File: src/ctrl_settings.svh
`ifndef CTRL_SETTINGS_SVH
`define CTRL_SETTINGS_SVH

// Datapath widths
`define CTRL_DATA_W    32           // Opcode window and immediate width
`define CTRL_REG_W     8            // Expanded register code
`define CTRL_WIN_BYTES 4            // Bytes per opcode window
`define CTRL_LEN_W     3            // Byte count width
`define CTRL_FLAGS_W   8            // Flag byte from the ALU

// First byte of each opcode group
`define CTRL_OP_NOP    8'h00
`define CTRL_OP_FLAG   8'h10        // RCF SCF CCF ZCF
`define CTRL_OP_JP16   8'h1a
`define CTRL_OP_JP24   8'h1b
`define CTRL_OP_LDB    8'h20        // LD R,# byte
`define CTRL_OP_LDW    8'h30        // LD R,# word
`define CTRL_OP_LDL    8'h40        // LD R,# long
`define CTRL_OP_JR     8'h60        // JR cc,d8 then JRL cc,d16 at +16

// Testbench
`define CTRL_TB_SEED   32'h7bf3

`endif

File: src/ctrl_pkg.sv
`include "ctrl_settings.svh"

package ctrl_pkg;

    // Operations handed to the register file and ALU
    typedef enum logic [5:0] {
        ALU_NOP,
        ALU_MOVE,
        ALU_RCF,
        ALU_SCF,
        ALU_CCF,
        ALU_ZCF
    } alu_op_e;

    typedef enum logic [1:0] {
        JUMP_NONE,
        JUMP_REL,                               // PC plus target
        JUMP_ABS                                // PC loaded with target
    } jump_e;

    typedef enum logic [1:0] {
        SIZE_BYTE,
        SIZE_WORD,
        SIZE_LONG
    } size_e;

    // Flag byte layout
    localparam int FLAG_S = 7;
    localparam int FLAG_Z = 6;
    localparam int FLAG_V = 2;
    localparam int FLAG_C = 0;

    typedef struct packed {
        alu_op_e                 alu_op;
        logic [`CTRL_REG_W-1:0]  dst;
        logic [2:0]              regs_we;       // One-hot by operand size
        logic                    smux;          // Immediate as source
        logic                    flag_we;
        logic [`CTRL_DATA_W-1:0] imm;
    } alu_cmd_t;

    typedef struct packed {
        jump_e                   jump;
        logic [`CTRL_LEN_W-1:0]  len;           // Whole instruction in bytes
        logic [`CTRL_DATA_W-1:0] target;
        logic                    illegal;
    } pc_cmd_t;

endpackage

File: src/cond_eval.sv
`include "ctrl_settings.svh"

module cond_eval (
    input  logic [3:0]               cc,
    input  logic [`CTRL_FLAGS_W-1:0] flags,
    output logic                     taken
);
    import ctrl_pkg::*;

    logic s_xor_v;
    logic base;

    assign s_xor_v = flags[FLAG_S] ^ flags[FLAG_V];

    // Codes 8 to 15 are the complements of 0 to 7
    always_comb begin
        case (cc[2:0])
            3'd0: base = 1'b0;                              // Never
            3'd1: base = s_xor_v;                           // Signed less
            3'd2: base = flags[FLAG_Z] | s_xor_v;           // Signed less or equal
            3'd3: base = flags[FLAG_Z] | flags[FLAG_C];     // Unsigned less or equal
            3'd4: base = flags[FLAG_V];                     // Overflow
            3'd5: base = flags[FLAG_S];                     // Minus
            3'd6: base = flags[FLAG_Z];                     // Equal
            default: base = flags[FLAG_C];                  // Carry
        endcase
    end

    assign taken = base ^ cc[3];

endmodule

File: src/op_decode.sv
`include "ctrl_settings.svh"

module op_decode (
    input  logic [`CTRL_DATA_W-1:0]  op,
    input  logic [`CTRL_FLAGS_W-1:0] flags,
    output ctrl_pkg::alu_cmd_t       alu,
    output logic                     alu_en,
    output ctrl_pkg::pc_cmd_t        pc,
    output logic [`CTRL_LEN_W-1:0]   fetched,
    output logic                     need_fill,
    output ctrl_pkg::size_e          fill_size
);
    import ctrl_pkg::*;

    logic [7:0]              op0;
    logic                    taken;
    size_e                   ld_size;
    logic [`CTRL_DATA_W-1:0] rel_target;

    function automatic logic [2:0] expand_zz(input size_e sz);
        return (sz == SIZE_BYTE) ? 3'b001 : (sz == SIZE_WORD) ? 3'b010 : 3'b100;
    endfunction

    // Three-bit register field to full register code
    function automatic logic [`CTRL_REG_W-1:0] expand_reg(input logic [2:0] r, input size_e sz);
        logic [`CTRL_REG_W-1:0] code;
        if (sz == SIZE_BYTE) begin
            code = {4'he, r[2:1], 1'b0, ~r[0]};
        end else if (r[2]) begin
            code = {4'hf, r[1:0], 2'd0};
        end else begin
            code = {4'he, r[1:0], 2'd0};
        end
        return code;
    endfunction

    assign op0 = op[7:0];

    cond_eval u_cond (
        .cc    (op0[3:0]),
        .flags (flags),
        .taken (taken)
    );

    always_comb begin
        ld_size = (op0[6:4] == 3'd2) ? SIZE_BYTE : (op0[6:4] == 3'd3) ? SIZE_WORD : SIZE_LONG;
        if (op0[4]) begin                                   // JRL, 16-bit offset
            rel_target = {{(`CTRL_DATA_W-16){op[23]}}, op[23:8]} + `CTRL_DATA_W'(3);
        end else begin
            rel_target = {{(`CTRL_DATA_W-8){op[15]}}, op[15:8]} + `CTRL_DATA_W'(2);
        end
    end

    always_comb begin
        alu        = '0;
        alu.alu_op = ALU_NOP;
        alu_en     = 1'b0;
        pc         = '0;
        pc.jump    = JUMP_NONE;
        pc.len     = `CTRL_LEN_W'(1);
        fetched    = `CTRL_LEN_W'(1);
        need_fill  = 1'b0;
        fill_size  = SIZE_BYTE;
        case (op0) inside
            `CTRL_OP_NOP: ;
            [`CTRL_OP_FLAG : `CTRL_OP_FLAG + 8'd3]: begin
                alu_en      = 1'b1;
                alu.flag_we = 1'b1;
                case (op0[1:0])
                    2'd0: alu.alu_op = ALU_RCF;
                    2'd1: alu.alu_op = ALU_SCF;
                    2'd2: alu.alu_op = ALU_CCF;
                    default: alu.alu_op = ALU_ZCF;
                endcase
            end
            [`CTRL_OP_LDB : `CTRL_OP_LDB + 8'd7],
            [`CTRL_OP_LDW : `CTRL_OP_LDW + 8'd7],
            [`CTRL_OP_LDL : `CTRL_OP_LDL + 8'd7]: begin
                alu_en      = 1'b1;
                alu.alu_op  = ALU_MOVE;
                alu.dst     = expand_reg(op0[2:0], ld_size);
                alu.regs_we = expand_zz(ld_size);
                alu.smux    = 1'b1;
                alu.imm     = `CTRL_DATA_W'(op[15:8]);    // Low byte, rest from fill
                fetched     = `CTRL_LEN_W'(2);
                need_fill   = (ld_size != SIZE_BYTE);
                fill_size   = ld_size;
                case (ld_size)
                    SIZE_BYTE: pc.len = `CTRL_LEN_W'(2);
                    SIZE_WORD: pc.len = `CTRL_LEN_W'(3);
                    default:   pc.len = `CTRL_LEN_W'(5);
                endcase
            end
            `CTRL_OP_JP16, `CTRL_OP_JP24: begin
                pc.jump   = JUMP_ABS;
                pc.target = `CTRL_DATA_W'(op[15:8]);
                pc.len    = op0[0] ? `CTRL_LEN_W'(4) : `CTRL_LEN_W'(3);
                fetched   = `CTRL_LEN_W'(2);
                need_fill = 1'b1;
                fill_size = op0[0] ? SIZE_LONG : SIZE_WORD; // Long here means 24 bits
            end
            [`CTRL_OP_JR : `CTRL_OP_JR + 8'h1f]: begin
                pc.len  = op0[4] ? `CTRL_LEN_W'(3) : `CTRL_LEN_W'(2);
                fetched = pc.len;
                if (taken) begin
                    pc.jump   = JUMP_REL;
                    pc.target = rel_target;
                end
            end
            default: pc.illegal = 1'b1;                    // Skip one byte
        endcase
    end

endmodule

File: src/imm_fill.sv
`include "ctrl_settings.svh"

module imm_fill (
    input  logic                    clk,
    input  logic                    rst,
    input  logic                    load,
    input  ctrl_pkg::alu_cmd_t      alu_in,
    input  ctrl_pkg::pc_cmd_t       pc_in,
    input  ctrl_pkg::size_e         size,
    input  logic [`CTRL_DATA_W-1:0] op,
    output ctrl_pkg::alu_cmd_t      alu_out,
    output ctrl_pkg::pc_cmd_t       pc_out,
    output logic [`CTRL_LEN_W-1:0]  fill_len
);
    import ctrl_pkg::*;

    alu_cmd_t alu_q;
    pc_cmd_t  pc_q;
    size_e    size_q;

    always_ff @(posedge clk or posedge rst) begin
        if (rst) begin
            size_q <= SIZE_BYTE;
        end else if (load) begin
            size_q <= size;
        end
    end

    always_ff @(posedge clk) begin
        if (load) begin
            alu_q <= alu_in;
            pc_q  <= pc_in;
        end
    end

    // Upper bytes come from the start of the second window
    always_comb begin
        alu_out  = alu_q;
        pc_out   = pc_q;
        fill_len = '0;
        if (pc_q.jump == JUMP_ABS) begin
            if (size_q == SIZE_LONG) begin
                pc_out.target[23:8] = op[15:0];             // JP #24
                fill_len            = `CTRL_LEN_W'(2);
            end else begin
                pc_out.target[15:8] = op[7:0];
                fill_len            = `CTRL_LEN_W'(1);
            end
        end else begin
            case (size_q)
                SIZE_WORD: begin
                    alu_out.imm[15:8] = op[7:0];
                    fill_len          = `CTRL_LEN_W'(1);
                end
                SIZE_LONG: begin
                    alu_out.imm[31:8] = op[23:0];
                    fill_len          = `CTRL_LEN_W'(3);
                end
                default: ;
            endcase
        end
    end

endmodule

File: src/cmd_slot.sv
module cmd_slot #(
    parameter type payload_t = logic
) (
    input  logic     clk,
    input  logic     rst,
    input  payload_t in_data,
    input  logic     in_valid,
    output logic     in_ready,
    output payload_t out_data,
    output logic     out_valid,
    input  logic     out_ready
);

    logic     full;
    payload_t data_q;

    // Accepts a new entry while the old one leaves
    assign in_ready  = !full || out_ready;
    assign out_valid = full;
    assign out_data  = data_q;

    always_ff @(posedge clk or posedge rst) begin
        if (rst) begin
            full <= 1'b0;
        end else if (in_valid && in_ready) begin
            full <= 1'b1;
        end else if (out_ready) begin
            full <= 1'b0;
        end
    end

    always_ff @(posedge clk) begin
        if (in_valid && in_ready) begin
            data_q <= in_data;
        end
    end

endmodule

File: src/ctrl_seq.sv
`include "ctrl_settings.svh"

module ctrl_seq (
    input  logic                     clk,
    input  logic                     rst,
    input  logic [`CTRL_DATA_W-1:0]  op,
    input  logic                     op_valid,
    output logic                     op_ready,
    output logic [`CTRL_LEN_W-1:0]   fetched,
    input  logic [`CTRL_FLAGS_W-1:0] flags,
    output ctrl_pkg::alu_cmd_t       alu_data,
    output logic                     alu_valid,
    input  logic                     alu_ready,
    output ctrl_pkg::pc_cmd_t        pc_data,
    output logic                     pc_valid,
    input  logic                     pc_ready
);
    import ctrl_pkg::*;

    typedef enum logic {PH_FETCH, PH_FILL} phase_e;

    phase_e                 phase;
    logic                   run;
    logic                   pend_alu;                       // Pending instruction has an ALU part
    logic                   room;
    logic                   accept;
    logic                   load;
    alu_cmd_t               dec_alu;
    alu_cmd_t               fill_alu;
    logic                   dec_alu_en;
    pc_cmd_t                dec_pc;
    pc_cmd_t                fill_pc;
    logic [`CTRL_LEN_W-1:0] dec_fetched;
    logic [`CTRL_LEN_W-1:0] fill_len;
    logic                   dec_need_fill;
    size_e                  dec_fill_size;

    op_decode u_dec (
        .op        (op),
        .flags     (flags),
        .alu       (dec_alu),
        .alu_en    (dec_alu_en),
        .pc        (dec_pc),
        .fetched   (dec_fetched),
        .need_fill (dec_need_fill),
        .fill_size (dec_fill_size)
    );

    imm_fill u_fill (
        .clk      (clk),
        .rst      (rst),
        .load     (load),
        .alu_in   (dec_alu),
        .pc_in    (dec_pc),
        .size     (dec_fill_size),
        .op       (op),
        .alu_out  (fill_alu),
        .pc_out   (fill_pc),
        .fill_len (fill_len)
    );

    // First window of a two-window instruction writes no slot
    always_comb begin
        if (phase == PH_FILL) begin
            room = pc_ready && (!pend_alu || alu_ready);
        end else begin
            room = dec_need_fill || (pc_ready && (!dec_alu_en || alu_ready));
        end
    end

    assign op_ready = run && room;
    assign accept   = op_valid && op_ready;
    assign load     = accept && (phase == PH_FETCH) && dec_need_fill;

    always_comb begin
        if (phase == PH_FILL) begin
            alu_data  = fill_alu;
            pc_data   = fill_pc;
            alu_valid = accept && pend_alu;
            pc_valid  = accept;
            fetched   = accept ? fill_len : '0;
        end else begin
            alu_data  = dec_alu;
            pc_data   = dec_pc;
            alu_valid = accept && dec_alu_en && !dec_need_fill;
            pc_valid  = accept && !dec_need_fill;
            fetched   = accept ? dec_fetched : '0;
        end
    end

    always_ff @(posedge clk or posedge rst) begin
        if (rst) begin
            run      <= 1'b0;
            phase    <= PH_FETCH;
            pend_alu <= 1'b0;
        end else begin
            run <= 1'b1;                                    // Ready one cycle after release
            if (accept) begin
                if (phase == PH_FILL) begin
                    phase <= PH_FETCH;
                end else if (dec_need_fill) begin
                    phase    <= PH_FILL;
                    pend_alu <= dec_alu_en;
                end
            end
        end
    end

endmodule

File: src/ctrl_top.sv
`include "ctrl_settings.svh"

module ctrl_top (
    input  logic                     clk,
    input  logic                     rst,
    input  logic [`CTRL_DATA_W-1:0]  op,
    input  logic                     op_valid,
    output logic                     op_ready,
    output logic [`CTRL_LEN_W-1:0]   fetched,
    input  logic [`CTRL_FLAGS_W-1:0] flags,
    output ctrl_pkg::alu_cmd_t       alu_cmd,
    output logic                     alu_valid,
    input  logic                     alu_ready,
    output ctrl_pkg::pc_cmd_t        pc_cmd,
    output logic                     pc_valid,
    input  logic                     pc_ready
);
    import ctrl_pkg::*;

    alu_cmd_t alu_push_data;
    logic     alu_push_valid;
    logic     alu_push_ready;
    pc_cmd_t  pc_push_data;
    logic     pc_push_valid;
    logic     pc_push_ready;

    ctrl_seq u_seq (
        .clk       (clk),
        .rst       (rst),
        .op        (op),
        .op_valid  (op_valid),
        .op_ready  (op_ready),
        .fetched   (fetched),
        .flags     (flags),
        .alu_data  (alu_push_data),
        .alu_valid (alu_push_valid),
        .alu_ready (alu_push_ready),
        .pc_data   (pc_push_data),
        .pc_valid  (pc_push_valid),
        .pc_ready  (pc_push_ready)
    );

    cmd_slot #(.payload_t(alu_cmd_t)) u_alu_slot (
        .clk       (clk),
        .rst       (rst),
        .in_data   (alu_push_data),
        .in_valid  (alu_push_valid),
        .in_ready  (alu_push_ready),
        .out_data  (alu_cmd),
        .out_valid (alu_valid),
        .out_ready (alu_ready)
    );

    cmd_slot #(.payload_t(pc_cmd_t)) u_pc_slot (
        .clk       (clk),
        .rst       (rst),
        .in_data   (pc_push_data),
        .in_valid  (pc_push_valid),
        .in_ready  (pc_push_ready),
        .out_data  (pc_cmd),
        .out_valid (pc_valid),
        .out_ready (pc_ready)
    );

endmodule

File: config.mk
export PLATFORM = sky130hd
export DESIGN_NAME = ctrl_top
export DESIGN_NICKNAME = d
export VERILOG_FILES = /design/src/ctrl_pkg.sv /design/src/cond_eval.sv /design/src/op_decode.sv /design/src/imm_fill.sv /design/src/cmd_slot.sv /design/src/ctrl_seq.sv /design/src/ctrl_top.sv
export VERILOG_INCLUDE_DIRS = /design/src
export SDC_FILE = /design/constraint.sdc
export NUM_CORES = 1
export LEC_CHECK = 0
export ABC_AREA = 1
export BUFFER_PORTS_ARGS = -buffer_cell sky130_fd_sc_hd__clkbuf_2
export CAP_MARGIN = 20
export CORE_MARGIN = 1.5
export CORE_UTILIZATION = 50
export CTS_CLUSTER_DIAMETER = 60
export DETAILED_ROUTE_END_ITERATION = 7
export PLACE_DENSITY = 0.86
export SYNTH_ARGS = -nofsm -noshare
export SYNTH_HDL_FRONTEND = slang
export SYNTH_SLANG_ARGS = --single-unit
File: constraint.sdc
create_clock -name clk -period 3.9 [get_ports clk]
set_input_delay 0.39 -clock clk [delete_from_list [all_inputs] [get_ports clk]]
set_output_delay 0.39 -clock clk [all_outputs]
set_load 0.005 [all_outputs]
==> results.sh <==
export IMPL_outcome="finished clean"
export IMPL_clk_latency_ns=0.42
export IMPL_startpoint_type="input pin"
export IMPL_pwr_share_clk_pct=42.3
export IMPL_antenna_found_initial=0
export IMPL_first_pass_iters=5
export IMPL_syn_instance_count=624
export IMPL_tightest_slew_ns=0.783
export IMPL_fin_util_pct=61.0
export IMPL_power_switching_w=0.000799
export IMPL_nFillCells=955
export IMPL_post_cts_buffers=0
export IMPL_hpwl_um=9620
export IMPL_timing_final_hold_violations=0
export IMPL_final_cell_mix="nand2_1 (203), clkbuf_2 (122), edfxtp_1 (118)"
export IMPL_area_growth_pct=19.9
export IMPL_drc=0
export IMPL_wl_um=14100
export IMPL_seqCellArea_mm2=0.00372
export IMPL_fmax_mhz=373
export IMPL_fin_cells=900
export IMPL_timing_final_crit_share_pct=68.7
export IMPL_dp_cells=868
export IMPL_track_usage_pct=22.7
export IMPL_synth_area_mm2=0.00609
export IMPL_die_w_um=113
export IMPL_dpl_instance_area_mm2=0.00678
export IMPL_layout_commonest_cell="nand2_1"
export IMPL_ys_seq_area_share_pct=61.1
export IMPL_num_rows=40
export IMPL_cts_tree="yes"
export IMPL_fin_nets=791
export IMPL_setup_violations=0
export IMPL_design_area_mm2=0.00730
export IMPL_worst_hold_path_type="in2reg"
export IMPL_multiInputGateArea_mm2=0.00200
export IMPL_crit_type="in2out"
export IMPL_die_area_mm2=0.0129
export IMPL_post_cts_resized=0
export IMPL_p_per_area_mw_per_mm2=451
export IMPL_detail_route_vias_per_cell=5.47
export IMPL_clk_pin_slew_worst_paths_ns=0.05
export IMPL_grt_overflow_total=0
export IMPL_p_seq_share_pct=46.9
export IMPL_core_area_mm2=0.0120
export IMPL_p_sw_share_pct=24.3
export IMPL_first_global_vias=4681
export IMPL_antennaDiodeCount=0
export IMPL_synth_distinct_cells=41
export IMPL_ys_seq_elements=125
export IMPL_maxSlewHeadroom_pct=47.6
export IMPL_pin_count=140
export IMPL_ir_drop_uv=286
export IMPL_worstPathArrival_ns=2.29
export IMPL_fin_setup_tns_ns=0
export IMPL_htree_num_levels=4
export IMPL_numCtsBuffers=17
export IMPL_initialDrtViolationCount=611
export IMPL_clock_root_buffer="clkbuf_16"
export IMPL_cp_end_kind="output pin"
export IMPL_cap_violations=0
export IMPL_layout_drive_gt1_share_pct=25.2
export IMPL_internal_power_w=0.00249
export IMPL_num_vias=4925
export IMPL_ys_warn_count=0
export IMPL_rsz0062_at_grt="false"
export IMPL_finalClockSkew_ns=0.0100
export IMPL_leakagePower_nw=3.23
export IMPL_min_period_ns=2.68
export IMPL_timing_final_ws_setup_ns=1.22
export IMPL_start_util_pct=50.9
export IMPL_comb_power_share_pct=10.8
export IMPL_final_max_slew_viol_count=0
export IMPL_place_ws_ns=1.14
export IMPL_grt_max_degree=65
export IMPL_postRouteAntennaNets=0
export IMPL_cts_buffer_depth=2
export IMPL_die_y_um=113
export IMPL_required_ns=3.51
export IMPL_gp_congestion=0.930
export IMPL_grt_pass1_wl_um=22200
export IMPL_cts_sinks=125
export IMPL_critPathMaxFanout=12
export IMPL_port_buffers=122
export IMPL_avgRoutedWirePerCell_um=15.7
export IMPL_syn_area_per_cell_um2=9.76
critical path: stages:
cell	delay, ns
clkbuf_2	0.14
nor2_2	0.20
inv_2	0.06
nor2_2	0.14
nand3_1	0.36
nand2_1	0.27
nor2_1	0.10
nand2_2	0.13
nand3_4	0.14
a21oi_1	0.21
clkbuf_2	0.15
layer usage:
metal,track usage (%),wire length (um),share of wire [%]
met3,5.26,1050,7.4
met1,28.1,5630,40
met2,36.5,6750,48
met5,0,0,0
met4,13.8,669,4.7
power groups by stage:
stage | registers (W) | logic [W] | clock network, W
after detailed placement | 0.00157 | 0.000345 | 0
after floorplan | 0.00157 | 0.000222 | 0
after CTS | 0.00155 | 0.000352 | 0.00140
final | 0.00155 | 0.000355 | 0.00139
after global routing | 0.00155 | 0.000395 | 0.00147
after global placement | 0.00157 | 0.000338 | 0
Yosys cell counts (all sizes together):
master	instances	share of area, %
a21oi	11	1.2
xor2	7	1.0
a31oi	1	0.10
clkinv	1	0.062
clkbuf	15	0.92
or2	2	0.21
nand3b	6	0.74
a21boi	2	0.25
nor3	16	1.5
o21bai	1	0.12
o21ai	34	2.8
nand4	9	1.0
a211oi	2	0.25
dfrtp	7	2.9
buf	21	2.4
nor2	60	4.2
nand2	209	13
nand3	35	3.7
conb	2	0.12
o211a	1	0.16
edfxtp	118	58
inv	52	3.2
o2111ai	3	0.43
o211ai	2	0.25
a22oi	1	0.12
ha	5	1.0
and2	1	0.10
what timing repair did:
action                                 CTS  global route
endpoints found under the hold margin    7             0
hold buffers                             1             0
setup endpoints to repair                0             0
cells by family after synthesis:
kind of cell | synth area share (%)
compound gates | 5.69
fa+ha+maj | 1.03
buf+inv | 6.59
other cells | 0.123
xor+xnor | 1.01
simple gates | 24.5
flops | 61.1
area by class of cell:
type,instances,area share (%)
clock inverter,10,1.03
inverter,53,2.76
sequential,125,50.9
timing repair buffer,130,9.39
multi-input combinational,414,27.3
clock buffer,21,6.03
tap,147,2.52
flip-flops by register name (all words and copies together) (netlist names):
| register | flops |
|---|---|
| u_alu_slot.out_data | 44 |
| u_seq.pend_alu | 1 |
| u_alu_slot.out_valid | 1 |
| u_seq.u_fill.alu_out | 20 |
| u_pc_slot.out_valid | 1 |
| u_seq.phase | 1 |
| u_seq.run | 1 |
| u_seq.u_fill.pc_out | 15 |
| u_seq.u_fill.size_q | 2 |
| u_pc_slot.out_data | 31 |
| u_seq.u_fill.pc_q | 8 |
worst paths after layout:
check,from,end,slack [ns],cells past startpoint
max in group asynchronous,rst,u_seq.phase,3.23,3
setup reg to reg,u_seq.u_fill.pc_out[37],u_pc_slot.out_data[14],1.50,7
setup / recovery,op[6],fetched[0],1.22,11
hold reg to reg,u_seq.u_fill.size_q[0],u_seq.u_fill.size_q[0],0.49,2
min in group asynchronous,rst,u_seq.u_fill.size_q[1],0.44,3
hold / removal,pc_ready,u_pc_slot.out_valid,0.29,4
per-stage QoR:
| step | hold WS, ns | total power [W] |
|---|---|---|
| final | 0.287 | 0.00329 |
| after global routing | 0.324 | 0.00341 |
| after CTS | 0.281 | 0.00330 |
| after detailed placement | 0.314 | 0.00192 |
| after global placement | 0.311 | 0.00191 |
| after floorplan | 0.193 | 0.00179 |
Power figures use the tool's default switching activity.
